==> config.mk <==
export PLATFORM = sky130hd
export DESIGN_NAME = isb_top
export DESIGN_NICKNAME = d
export VERILOG_FILES = /design/src/isb_pkg.sv /design/src/isb_ifs.sv /design/src/isb_train_unit.sv /design/src/isb_ps_amc.sv /design/src/isb_sp_amc.sv /design/src/isb_ctrl.sv /design/src/isb_top.sv
export SDC_FILE = /design/constraint.sdc
export NUM_CORES = 2
export LEC_CHECK = 0
export BUFFER_PORTS_ARGS = -buffer_cell sky130_fd_sc_hd__buf_2
export CORE_MARGIN = 8
export CORE_UTILIZATION = 40
export DETAILED_ROUTE_END_ITERATION = 7
export HOLD_SLACK_MARGIN = 0.12
export PLACE_DENSITY = 0.58
export RECOVER_POWER = 100
export SLEW_MARGIN = 20
export SYNTH_ARGS = -nofsm -noshare
export SYNTH_HDL_FRONTEND = slang
export SYNTH_HIERARCHICAL = 1
export SYNTH_SLANG_ARGS = --single-unit
export TNS_END_PERCENT = 100
==> constraint.sdc <==
create_clock -name clk -period 7.7 [get_ports clk]
set_input_delay 1.54 -clock clk [delete_from_list [all_inputs] [get_ports clk]]
set_output_delay 1.54 -clock clk [all_outputs]
set_load 0.02 [all_outputs]
==> src/isb_pkg.sv <==
`default_nettype none

package isb_pkg;

    // address and program counter width
    localparam int ADDR_W = 16;

    // structural space: 8 lines of 4 slots
    localparam int SA_W       = 5;
    localparam int SA_SPACE   = 32;
    localparam int SP_SLOTS   = 4;
    localparam int STREAM_LEN = 16;

    // confidence counter
    localparam int CTR_W = 2;
    localparam logic [CTR_W-1:0] CTR_MAX = 2'd3;

    // tag holds the bits above a 32-entry PS index
    localparam int PS_TAG_W = ADDR_W - 5;

    typedef logic [ADDR_W-1:0] addr_t;
    typedef logic [SA_W-1:0]   sa_t;

    typedef struct packed {
        logic                valid;
        logic [PS_TAG_W-1:0] tag;
        sa_t                 sa;
        logic [CTR_W-1:0]    ctr;
    } ps_entry_t;

    typedef enum logic [1:0] {
        S_IDLE,
        S_TRAIN,
        S_PREF
    } ctrl_state_e;

    // presence of A and B in the PS map
    typedef enum logic [2:0] {
        TC_SKIP,
        TC_NEW_PAIR,
        TC_ONLY_B,
        TC_ONLY_A,
        TC_BOTH
    } train_case_e;

endpackage

`default_nettype wire

==> src/isb_ifs.sv <==
`default_nettype none

// controller <-> training unit
interface tu_if;
    import isb_pkg::*;

    addr_t lookup_pc;
    logic  hit;
    addr_t last;
    logic  upd_en;
    addr_t upd_pc;
    addr_t upd_last;

    modport ctrl (output lookup_pc, upd_en, upd_pc, upd_last, input hit, last);
    modport tbl  (input lookup_pc, upd_en, upd_pc, upd_last, output hit, last);
endinterface

// controller <-> PS-AMC
// port A writes the previous address, port B the current one
interface ps_if;
    import isb_pkg::*;

    addr_t            addr_a;
    addr_t            addr_b;
    logic             hit_a;
    logic             hit_b;
    ps_entry_t        entry_a;
    ps_entry_t        entry_b;
    logic             wr_a_en;
    addr_t            wr_a_addr;
    sa_t              wr_a_sa;
    logic [CTR_W-1:0] wr_a_ctr;
    logic             wr_b_en;
    addr_t            wr_b_addr;
    sa_t              wr_b_sa;
    logic [CTR_W-1:0] wr_b_ctr;

    modport ctrl (
        output addr_a, addr_b, wr_a_en, wr_a_addr, wr_a_sa, wr_a_ctr,
        output wr_b_en, wr_b_addr, wr_b_sa, wr_b_ctr,
        input  hit_a, entry_a, hit_b, entry_b
    );
    modport tbl (
        input  addr_a, addr_b, wr_a_en, wr_a_addr, wr_a_sa, wr_a_ctr,
        input  wr_b_en, wr_b_addr, wr_b_sa, wr_b_ctr,
        output hit_a, entry_a, hit_b, entry_b
    );
endinterface

// controller <-> SP-AMC
interface sp_if;
    import isb_pkg::*;

    logic  wr0_en;
    sa_t   wr0_sa;
    addr_t wr0_addr;
    logic  wr1_en;
    sa_t   wr1_sa;
    addr_t wr1_addr;
    sa_t   rd_sa;
    logic  rd_valid;
    addr_t rd_addr;

    modport ctrl (output wr0_en, wr0_sa, wr0_addr, wr1_en, wr1_sa, wr1_addr, rd_sa,
                  input rd_valid, rd_addr);
    modport tbl  (input wr0_en, wr0_sa, wr0_addr, wr1_en, wr1_sa, wr1_addr, rd_sa,
                  output rd_valid, rd_addr);
endinterface

`default_nettype wire

==> src/isb_train_unit.sv <==
`default_nettype none

module isb_train_unit #(
    parameter int TU_ENTRIES = 4
) (
    input logic clk,
    input logic rst_n_i,
    tu_if.tbl   tu
);
    import isb_pkg::*;

    localparam int IDX_W = (TU_ENTRIES > 1) ? $clog2(TU_ENTRIES) : 1;
    localparam logic [IDX_W-1:0] OLDEST = IDX_W'(TU_ENTRIES - 1);

    logic [TU_ENTRIES-1:0] valid_q;
    addr_t                 pc_q   [TU_ENTRIES];
    addr_t                 last_q [TU_ENTRIES];
    // ages form a permutation, 0 is most recently used
    logic [IDX_W-1:0]      age_q  [TU_ENTRIES];

    logic             look_hit;
    logic             upd_hit;
    logic             free_found;
    logic [IDX_W-1:0] look_idx;
    logic [IDX_W-1:0] upd_idx;
    logic [IDX_W-1:0] free_idx;
    logic [IDX_W-1:0] lru_idx;
    logic [IDX_W-1:0] wr_idx;

    // scan downwards so the lowest matching index wins
    always_comb begin
        look_hit   = 1'b0;
        upd_hit    = 1'b0;
        free_found = 1'b0;
        look_idx   = '0;
        upd_idx    = '0;
        free_idx   = '0;
        lru_idx    = '0;
        for (int i = TU_ENTRIES - 1; i >= 0; i--) begin
            if (valid_q[i] && pc_q[i] == tu.lookup_pc) begin
                look_hit = 1'b1;
                look_idx = IDX_W'(i);
            end
            if (valid_q[i] && pc_q[i] == tu.upd_pc) begin
                upd_hit = 1'b1;
                upd_idx = IDX_W'(i);
            end
            if (!valid_q[i]) begin
                free_found = 1'b1;
                free_idx   = IDX_W'(i);
            end
            if (age_q[i] == OLDEST) begin
                lru_idx = IDX_W'(i);
            end
        end
    end

    assign wr_idx  = upd_hit ? upd_idx : (free_found ? free_idx : lru_idx);
    assign tu.hit  = look_hit;
    assign tu.last = last_q[look_idx];

    always_ff @(posedge clk or negedge rst_n_i) begin
        if (!rst_n_i) begin
            valid_q <= '0;
            for (int i = 0; i < TU_ENTRIES; i++) begin
                age_q[i] <= IDX_W'(i);
            end
        end else if (tu.upd_en) begin
            valid_q[wr_idx] <= 1'b1;
            // entries younger than the written one age by one
            for (int i = 0; i < TU_ENTRIES; i++) begin
                if (age_q[i] < age_q[wr_idx]) begin
                    age_q[i] <= age_q[i] + 1'b1;
                end
            end
            age_q[wr_idx] <= '0;
        end
    end

    always_ff @(posedge clk) begin
        if (tu.upd_en) begin
            pc_q[wr_idx]   <= tu.upd_pc;
            last_q[wr_idx] <= tu.upd_last;
        end
    end

endmodule

`default_nettype wire

==> src/isb_ps_amc.sv <==
`default_nettype none

module isb_ps_amc #(
    parameter int PS_ENTRIES = 32
) (
    input logic clk,
    input logic rst_n_i,
    ps_if.tbl   ps
);
    import isb_pkg::*;

    localparam int IDX_W = $clog2(PS_ENTRIES);

    ps_entry_t mem_q [PS_ENTRIES];

    logic [IDX_W-1:0] idx_a;
    logic [IDX_W-1:0] idx_b;

    function automatic logic [PS_TAG_W-1:0] tag_of(addr_t a);
        return a[ADDR_W-1 -: PS_TAG_W];
    endfunction

    function automatic ps_entry_t make_entry(addr_t a, sa_t s, logic [CTR_W-1:0] c);
        ps_entry_t e;
        e.valid = 1'b1;
        e.tag   = tag_of(a);
        e.sa    = s;
        e.ctr   = c;
        return e;
    endfunction

    assign idx_a = ps.addr_a[IDX_W-1:0];
    assign idx_b = ps.addr_b[IDX_W-1:0];

    assign ps.entry_a = mem_q[idx_a];
    assign ps.entry_b = mem_q[idx_b];
    assign ps.hit_a   = mem_q[idx_a].valid && mem_q[idx_a].tag == tag_of(ps.addr_a);
    assign ps.hit_b   = mem_q[idx_b].valid && mem_q[idx_b].tag == tag_of(ps.addr_b);

    // B is written last, so it owns the entry when both share an index
    always_ff @(posedge clk or negedge rst_n_i) begin
        if (!rst_n_i) begin
            for (int i = 0; i < PS_ENTRIES; i++) begin
                mem_q[i].valid <= 1'b0;
            end
        end else begin
            if (ps.wr_a_en) begin
                mem_q[ps.wr_a_addr[IDX_W-1:0]] <= make_entry(ps.wr_a_addr, ps.wr_a_sa,
                                                             ps.wr_a_ctr);
            end
            if (ps.wr_b_en) begin
                mem_q[ps.wr_b_addr[IDX_W-1:0]] <= make_entry(ps.wr_b_addr, ps.wr_b_sa,
                                                             ps.wr_b_ctr);
            end
        end
    end

endmodule

`default_nettype wire

==> src/isb_sp_amc.sv <==
`default_nettype none

module isb_sp_amc (
    input logic clk,
    input logic rst_n_i,
    sp_if.tbl   sp
);
    import isb_pkg::*;

    localparam int SP_LINES = SA_SPACE / SP_SLOTS;
    localparam int SLOT_W   = $clog2(SP_SLOTS);

    // structural address splits into line and slot
    logic [SP_SLOTS-1:0] valid_q [SP_LINES];
    addr_t               pa_q    [SP_LINES][SP_SLOTS];

    logic [SA_W-SLOT_W-1:0] rd_line;
    logic [SLOT_W-1:0]      rd_slot;

    assign rd_line = sp.rd_sa[SA_W-1:SLOT_W];
    assign rd_slot = sp.rd_sa[SLOT_W-1:0];

    assign sp.rd_valid = valid_q[rd_line][rd_slot];
    assign sp.rd_addr  = pa_q[rd_line][rd_slot];

    always_ff @(posedge clk or negedge rst_n_i) begin
        if (!rst_n_i) begin
            for (int i = 0; i < SP_LINES; i++) begin
                valid_q[i] <= '0;
            end
        end else begin
            if (sp.wr0_en) begin
                valid_q[sp.wr0_sa[SA_W-1:SLOT_W]][sp.wr0_sa[SLOT_W-1:0]] <= 1'b1;
            end
            if (sp.wr1_en) begin
                valid_q[sp.wr1_sa[SA_W-1:SLOT_W]][sp.wr1_sa[SLOT_W-1:0]] <= 1'b1;
            end
        end
    end

    always_ff @(posedge clk) begin
        if (sp.wr0_en) begin
            pa_q[sp.wr0_sa[SA_W-1:SLOT_W]][sp.wr0_sa[SLOT_W-1:0]] <= sp.wr0_addr;
        end
        if (sp.wr1_en) begin
            pa_q[sp.wr1_sa[SA_W-1:SLOT_W]][sp.wr1_sa[SLOT_W-1:0]] <= sp.wr1_addr;
        end
    end

endmodule

`default_nettype wire

==> src/isb_ctrl.sv <==
`default_nettype none

module isb_ctrl (
    input  logic           clk,
    input  logic           rst_n_i,
    input  logic           req_valid_i,
    input  isb_pkg::addr_t req_pc_i,
    input  isb_pkg::addr_t req_addr_i,
    output logic           req_ready_o,
    output logic           prefetch_valid_o,
    output isb_pkg::addr_t prefetch_addr_o,
    input  logic           prefetch_ready_i,
    tu_if.ctrl             tu,
    ps_if.ctrl             ps,
    sp_if.ctrl             sp
);
    import isb_pkg::*;

    // one extra bit so that sa+1 and next_sa can reach the end of the space
    typedef logic [SA_W:0] sa_ext_t;
    localparam sa_ext_t SPACE = sa_ext_t'(SA_SPACE);
    localparam sa_ext_t STEP  = sa_ext_t'(STREAM_LEN);

    ctrl_state_e state_q;
    addr_t       pc_q;
    addr_t       addr_q;
    addr_t       pref_addr_q;
    sa_ext_t     next_sa_q;

    train_case_e      tcase;
    logic             train;
    logic             pred;
    sa_ext_t          ns1;
    sa_ext_t          sa_a1;
    sa_ext_t          sa_b;
    sa_ext_t          sa_b1;
    logic [CTR_W-1:0] ctr_dec;
    logic [CTR_W-1:0] ctr_inc;
    logic             a_map_en;
    logic             b_map_en;
    sa_ext_t          b_map_sa;
    logic             b_wb_en;
    logic [CTR_W-1:0] b_wb_ctr;
    logic             advance;

    // previous address of this pc is A, the current one is B
    assign tu.lookup_pc = pc_q;
    assign tu.upd_en    = (state_q == S_TRAIN);
    assign tu.upd_pc    = pc_q;
    assign tu.upd_last  = addr_q;
    assign ps.addr_a    = tu.last;
    assign ps.addr_b    = addr_q;

    assign train   = tu.hit && (tu.last != addr_q);
    assign ns1     = next_sa_q + 1'b1;
    assign sa_a1   = {1'b0, ps.entry_a.sa} + 1'b1;
    assign sa_b    = {1'b0, ps.entry_b.sa};
    assign sa_b1   = sa_b + 1'b1;
    assign ctr_dec = ps.entry_b.ctr - 1'b1;
    assign ctr_inc = (ps.entry_b.ctr == CTR_MAX) ? CTR_MAX : ps.entry_b.ctr + 1'b1;

    always_comb begin
        if (!train) begin
            tcase = TC_SKIP;
        end else begin
            case ({ps.hit_a, ps.hit_b})
                2'b00:   tcase = TC_NEW_PAIR;
                2'b01:   tcase = TC_ONLY_B;
                2'b10:   tcase = TC_ONLY_A;
                default: tcase = TC_BOTH;
            endcase
        end
    end

    // training decisions, all taken from the tables before this edge
    always_comb begin
        a_map_en = 1'b0;
        b_map_en = 1'b0;
        b_map_sa = ns1;
        b_wb_en  = 1'b0;
        b_wb_ctr = ctr_dec;
        advance  = 1'b0;
        if (state_q == S_TRAIN) begin
            case (tcase)
                TC_NEW_PAIR: begin
                    a_map_en = (next_sa_q < SPACE);
                    b_map_en = (ns1 < SPACE);
                    advance  = 1'b1;
                end
                TC_ONLY_B: begin
                    a_map_en = (next_sa_q < SPACE);
                    advance  = 1'b1;
                    // counter spent, B moves behind the new A
                    if (ctr_dec == '0) begin
                        b_map_en = (ns1 < SPACE);
                    end else begin
                        b_wb_en = 1'b1;
                    end
                end
                TC_ONLY_A: begin
                    b_map_en = (sa_a1 < SPACE);
                    b_map_sa = sa_a1;
                end
                TC_BOTH: begin
                    if (sa_b == sa_a1) begin
                        b_wb_en  = 1'b1;
                        b_wb_ctr = ctr_inc;
                    end else if (ctr_dec == '0) begin
                        b_map_en = (sa_a1 < SPACE);
                        b_map_sa = sa_a1;
                    end else begin
                        b_wb_en = 1'b1;
                    end
                end
                default: begin
                end
            endcase
        end
    end

    assign ps.wr_a_en   = a_map_en;
    assign ps.wr_a_addr = tu.last;
    assign ps.wr_a_sa   = next_sa_q[SA_W-1:0];
    assign ps.wr_a_ctr  = CTR_MAX;
    assign ps.wr_b_en   = b_map_en | b_wb_en;
    assign ps.wr_b_addr = addr_q;
    assign ps.wr_b_sa   = b_map_en ? b_map_sa[SA_W-1:0] : ps.entry_b.sa;
    assign ps.wr_b_ctr  = b_map_en ? CTR_MAX : b_wb_ctr;

    assign sp.wr0_en   = a_map_en;
    assign sp.wr0_sa   = next_sa_q[SA_W-1:0];
    assign sp.wr0_addr = tu.last;
    assign sp.wr1_en   = b_map_en;
    assign sp.wr1_sa   = b_map_sa[SA_W-1:0];
    assign sp.wr1_addr = addr_q;

    // degree 1: the physical address at B's structural successor
    assign sp.rd_sa = sa_b1[SA_W-1:0];
    assign pred     = ps.hit_b && (sa_b1 < SPACE) && sp.rd_valid;

    always_ff @(posedge clk or negedge rst_n_i) begin
        if (!rst_n_i) begin
            state_q   <= S_IDLE;
            next_sa_q <= '0;
        end else begin
            if (advance && next_sa_q < SPACE) begin
                next_sa_q <= next_sa_q + STEP;
            end
            case (state_q)
                S_IDLE: begin
                    if (req_valid_i) begin
                        state_q <= S_TRAIN;
                    end
                end
                S_TRAIN: state_q <= pred ? S_PREF : S_IDLE;
                S_PREF: begin
                    if (prefetch_ready_i) begin
                        state_q <= S_IDLE;
                    end
                end
                default: state_q <= S_IDLE;
            endcase
        end
    end

    always_ff @(posedge clk) begin
        if (state_q == S_IDLE && req_valid_i) begin
            pc_q   <= req_pc_i;
            addr_q <= req_addr_i;
        end
        if (state_q == S_TRAIN) begin
            pref_addr_q <= sp.rd_addr;
        end
    end

    assign req_ready_o      = (state_q == S_IDLE);
    assign prefetch_valid_o = (state_q == S_PREF);
    assign prefetch_addr_o  = pref_addr_q;

endmodule

`default_nettype wire

==> src/isb_top.sv <==
`default_nettype none

module isb_top #(
    parameter int TU_ENTRIES = 4,
    parameter int PS_ENTRIES = 32
) (
    input  logic           clk,
    input  logic           rst_n_i,
    input  logic           req_valid_i,
    input  isb_pkg::addr_t req_pc_i,
    input  isb_pkg::addr_t req_addr_i,
    output logic           req_ready_o,
    output logic           prefetch_valid_o,
    output isb_pkg::addr_t prefetch_addr_o,
    input  logic           prefetch_ready_i
);

    tu_if tu_bus ();
    ps_if ps_bus ();
    sp_if sp_bus ();

    isb_ctrl ctrl_i (
        .clk              (clk),
        .rst_n_i          (rst_n_i),
        .req_valid_i      (req_valid_i),
        .req_pc_i         (req_pc_i),
        .req_addr_i       (req_addr_i),
        .req_ready_o      (req_ready_o),
        .prefetch_valid_o (prefetch_valid_o),
        .prefetch_addr_o  (prefetch_addr_o),
        .prefetch_ready_i (prefetch_ready_i),
        .tu               (tu_bus),
        .ps               (ps_bus),
        .sp               (sp_bus)
    );

    // per-pc history
    isb_train_unit #(
        .TU_ENTRIES (TU_ENTRIES)
    ) tu_i (
        .clk     (clk),
        .rst_n_i (rst_n_i),
        .tu      (tu_bus)
    );

    isb_ps_amc #(
        .PS_ENTRIES (PS_ENTRIES)
    ) ps_i (
        .clk     (clk),
        .rst_n_i (rst_n_i),
        .ps      (ps_bus)
    );

    isb_sp_amc sp_i (
        .clk     (clk),
        .rst_n_i (rst_n_i),
        .sp      (sp_bus)
    );

endmodule

`default_nettype wire

==> metrics <==
Sw Ratio 33.1%; Clock Latency Late Sink 0.85 ns; TritonCTS clock tree built; endpoints failing setup 1189; min-delay src sp_i/valid_q[31]$_DFF_PN0_; Antenna Nets Post-Route 0; drt wl/cell 30.9 um; core footprint 198000 um2; Area growth syn-to-layout 20.1%; Placed Area 86900 um2; initial antenna violation count 6; drt first pass iters 6; worst vdd ir 0.000191 V; part of the power in registers 37.8%; routability cong. 0.954; Clock Power Share 30.8%; Slew @ Worst Pin 6.61 ns; layout cells sized above 1 32.5%; Gate power share 31.4%; layout net count 6655; crit end category flip-flop; Slowest-stage cell, CP or4_4; status finished, violations left; root buf cell clkbuf_16; Die W 462 um; Worst Slack Setup Final -0.221 ns; Tot GR Track Use 24.8%; WS Path Type reg -> reg; Worst Skew 0.0874 ns; Clk pin slew, worst setup/hold paths 0.06 ns; fin. max-slew vios 735; unrepaired setup endpoints after global routing true; DRT Wirelength 289000 um; switching pwr 7880 uW; violated checks max-capacitance violations, max-slew violations, negative setup slack; slowest stage delay, CP 0.55 ns; mapped cell area 79600 um2; post-DP HPWL 173000 um; pwr dens 249 nW/um2; most frequent cells in the layout edfxtp_1, mux2i_1, mux2_2, buf_4, nand2_1; I/O Pins 54; largest net degree at the start of global routing 152; worst relative slew slack -341%; max-cap violations 16; peak fanout along the critical path 6; clk sinks 1344; Setup crit start ctrl_i/tu.lookup_pc[5]$_DFFE_PP_; f_max 126 MHz; Hold Path Class reg -> reg; Cell Int Power 15900 uW; reg2reg start ctrl_i/tu.lookup_pc[5]$_DFFE_PP_; port bufs 53; Cells after Synth 6348; Post-Layout Inst Area 95700 um2; CTS Buf Count 153; total power 23800 uW; CP required 8.20 ns; Startpoint Class flip-flop; Die Span Y 462 um; DR DRC count 0; Initial Utilization 40.3%; CTS H-tree lvls 4; Clock Tree Buf Depth 3; Row Count 163; Final period util 103%; DR vias/cell 6.09; post-layout min period 7.92 ns; most common cell after layout, fill and taps aside edfxtp_1; Iter 0 DRT Violations 7133; first-pass GRT wire length 393000 um; Lkg Pwr 0.0355 uW; vias in the first global route 54.1k; CP arrival 8.42 ns; syn avg cell area 12.5 um2; yosys warns 6; endpoints failing hold 0; DIE AREA 214000 um2; GRT overflow 0; Via Count 57.1k
[timing repair]
item | in CTS | in global routing
cloned | 8 | 54
gates resized for setup | 134 | 405
hold buffers | 0 | 0
setup buffers | 53 | 36
pin swaps | 41 | 98
endpoints found under the setup margin | 1664 | 1664
endpoints found under the hold margin | 0 | 0
[power by group through the flow]
stage	clock network [uW]	logic, uW	registers (uW)
final	7330	7460	9000
after global routing	7710	7760	9030
after CTS	7440	7210	8970
after detailed placement	0	6940	9110
after global placement	0	6860	9100
after floorplan	0	4360	9060
[layer usage]
metal	track usage (%)	share of wire [%]	vias to the layer above
li1	-	-	24500
met1	32.5	39	28900
met2	40.3	46	2978
met3	3.75	8.4	751
met4	12.2	6.3	6
met5	0	0.012	-
[stage by stage]
stage | setup TNS, ns | instances | hold slack (ns) | utilization (%) | setup slack, ns
after detailed placement | -1283.12 | 8944 | 0.453 | 43.9 | -1.00
after global routing | -427.82 | 9370 | 0.474 | 48.4 | -0.401
final | -96.03 | 9373 | 0.465 | 48.4 | -0.221
after global placement | -1726.74 | 8944 | 0.449 | 43.9 | -1.26
after floorplan | -28.67 | 6356 | 0.439 | - | -0.305
after CTS | -3.59 | 9284 | 0.467 | 47.1 | -0.0826
[state kept, by name, indices dropped and copies added (netlist names)]
signal / flops
sp_i/valid_q: 32
sp_i/pa_q: 512
ctrl_i/next_sa_q: 2
tu_i/last_q: 64
ctrl_i/ps.addr_b: 16
tu_i/valid_q: 4
ctrl_i/state_q: 2
tu_i/pc_q: 64
ctrl_i/prefetch_addr_o: 16
tu_i/age_q: 8
ps_i/mem_q: 608
ctrl_i/tu.lookup_pc: 16
[path summary, 6_finish.rpt]
check | to | slack (ns) | cells past startpoint
setup / recovery | sp_i/pa_q[3][48]$_DFFE_PP_ | -0.22 | 34
hold / removal | sp_i/valid_q[31]$_DFF_PN0_ | 0.47 | 1
setup reg to reg | sp_i/pa_q[3][48]$_DFFE_PP_ | -0.22 | 34
hold reg to reg | sp_i/valid_q[31]$_DFF_PN0_ | 0.47 | 1
max in group asynchronous | sp_i/valid_q[23]$_DFF_PN0_ | 0.53 | 2
min in group asynchronous | ps_i/mem_q[474]$_DFF_PN0_ | 5.38 | 2
[area by class of cell]
type                       count  area [um2]
clock inverter                72         830
clock buffer                 208        4140
timing repair buffer         811        9570
multi-input combinational   4270       37800
sequential                  1344       40000
antenna                        4        10.0
tap                         2640        3300
fill                       17300      102000
inverter                      24        98.8
[worst max-delay path: cells and delay by family (launching register included)]
family | cells | cell delay (ns)
AO/OA/AOI/OAI | 10 | 2.31
buffers and inverters | 13 | 1.68
adder cells (fa/ha/maj) | 1 | 0.29
XOR/XNOR | 1 | 0.18
AND/OR/NAND/NOR | 7 | 1.99
flip-flops | 1 | 0.44
multiplexers | 2 | 0.69
No activity file was read; power rests on OpenSTA's default activity.
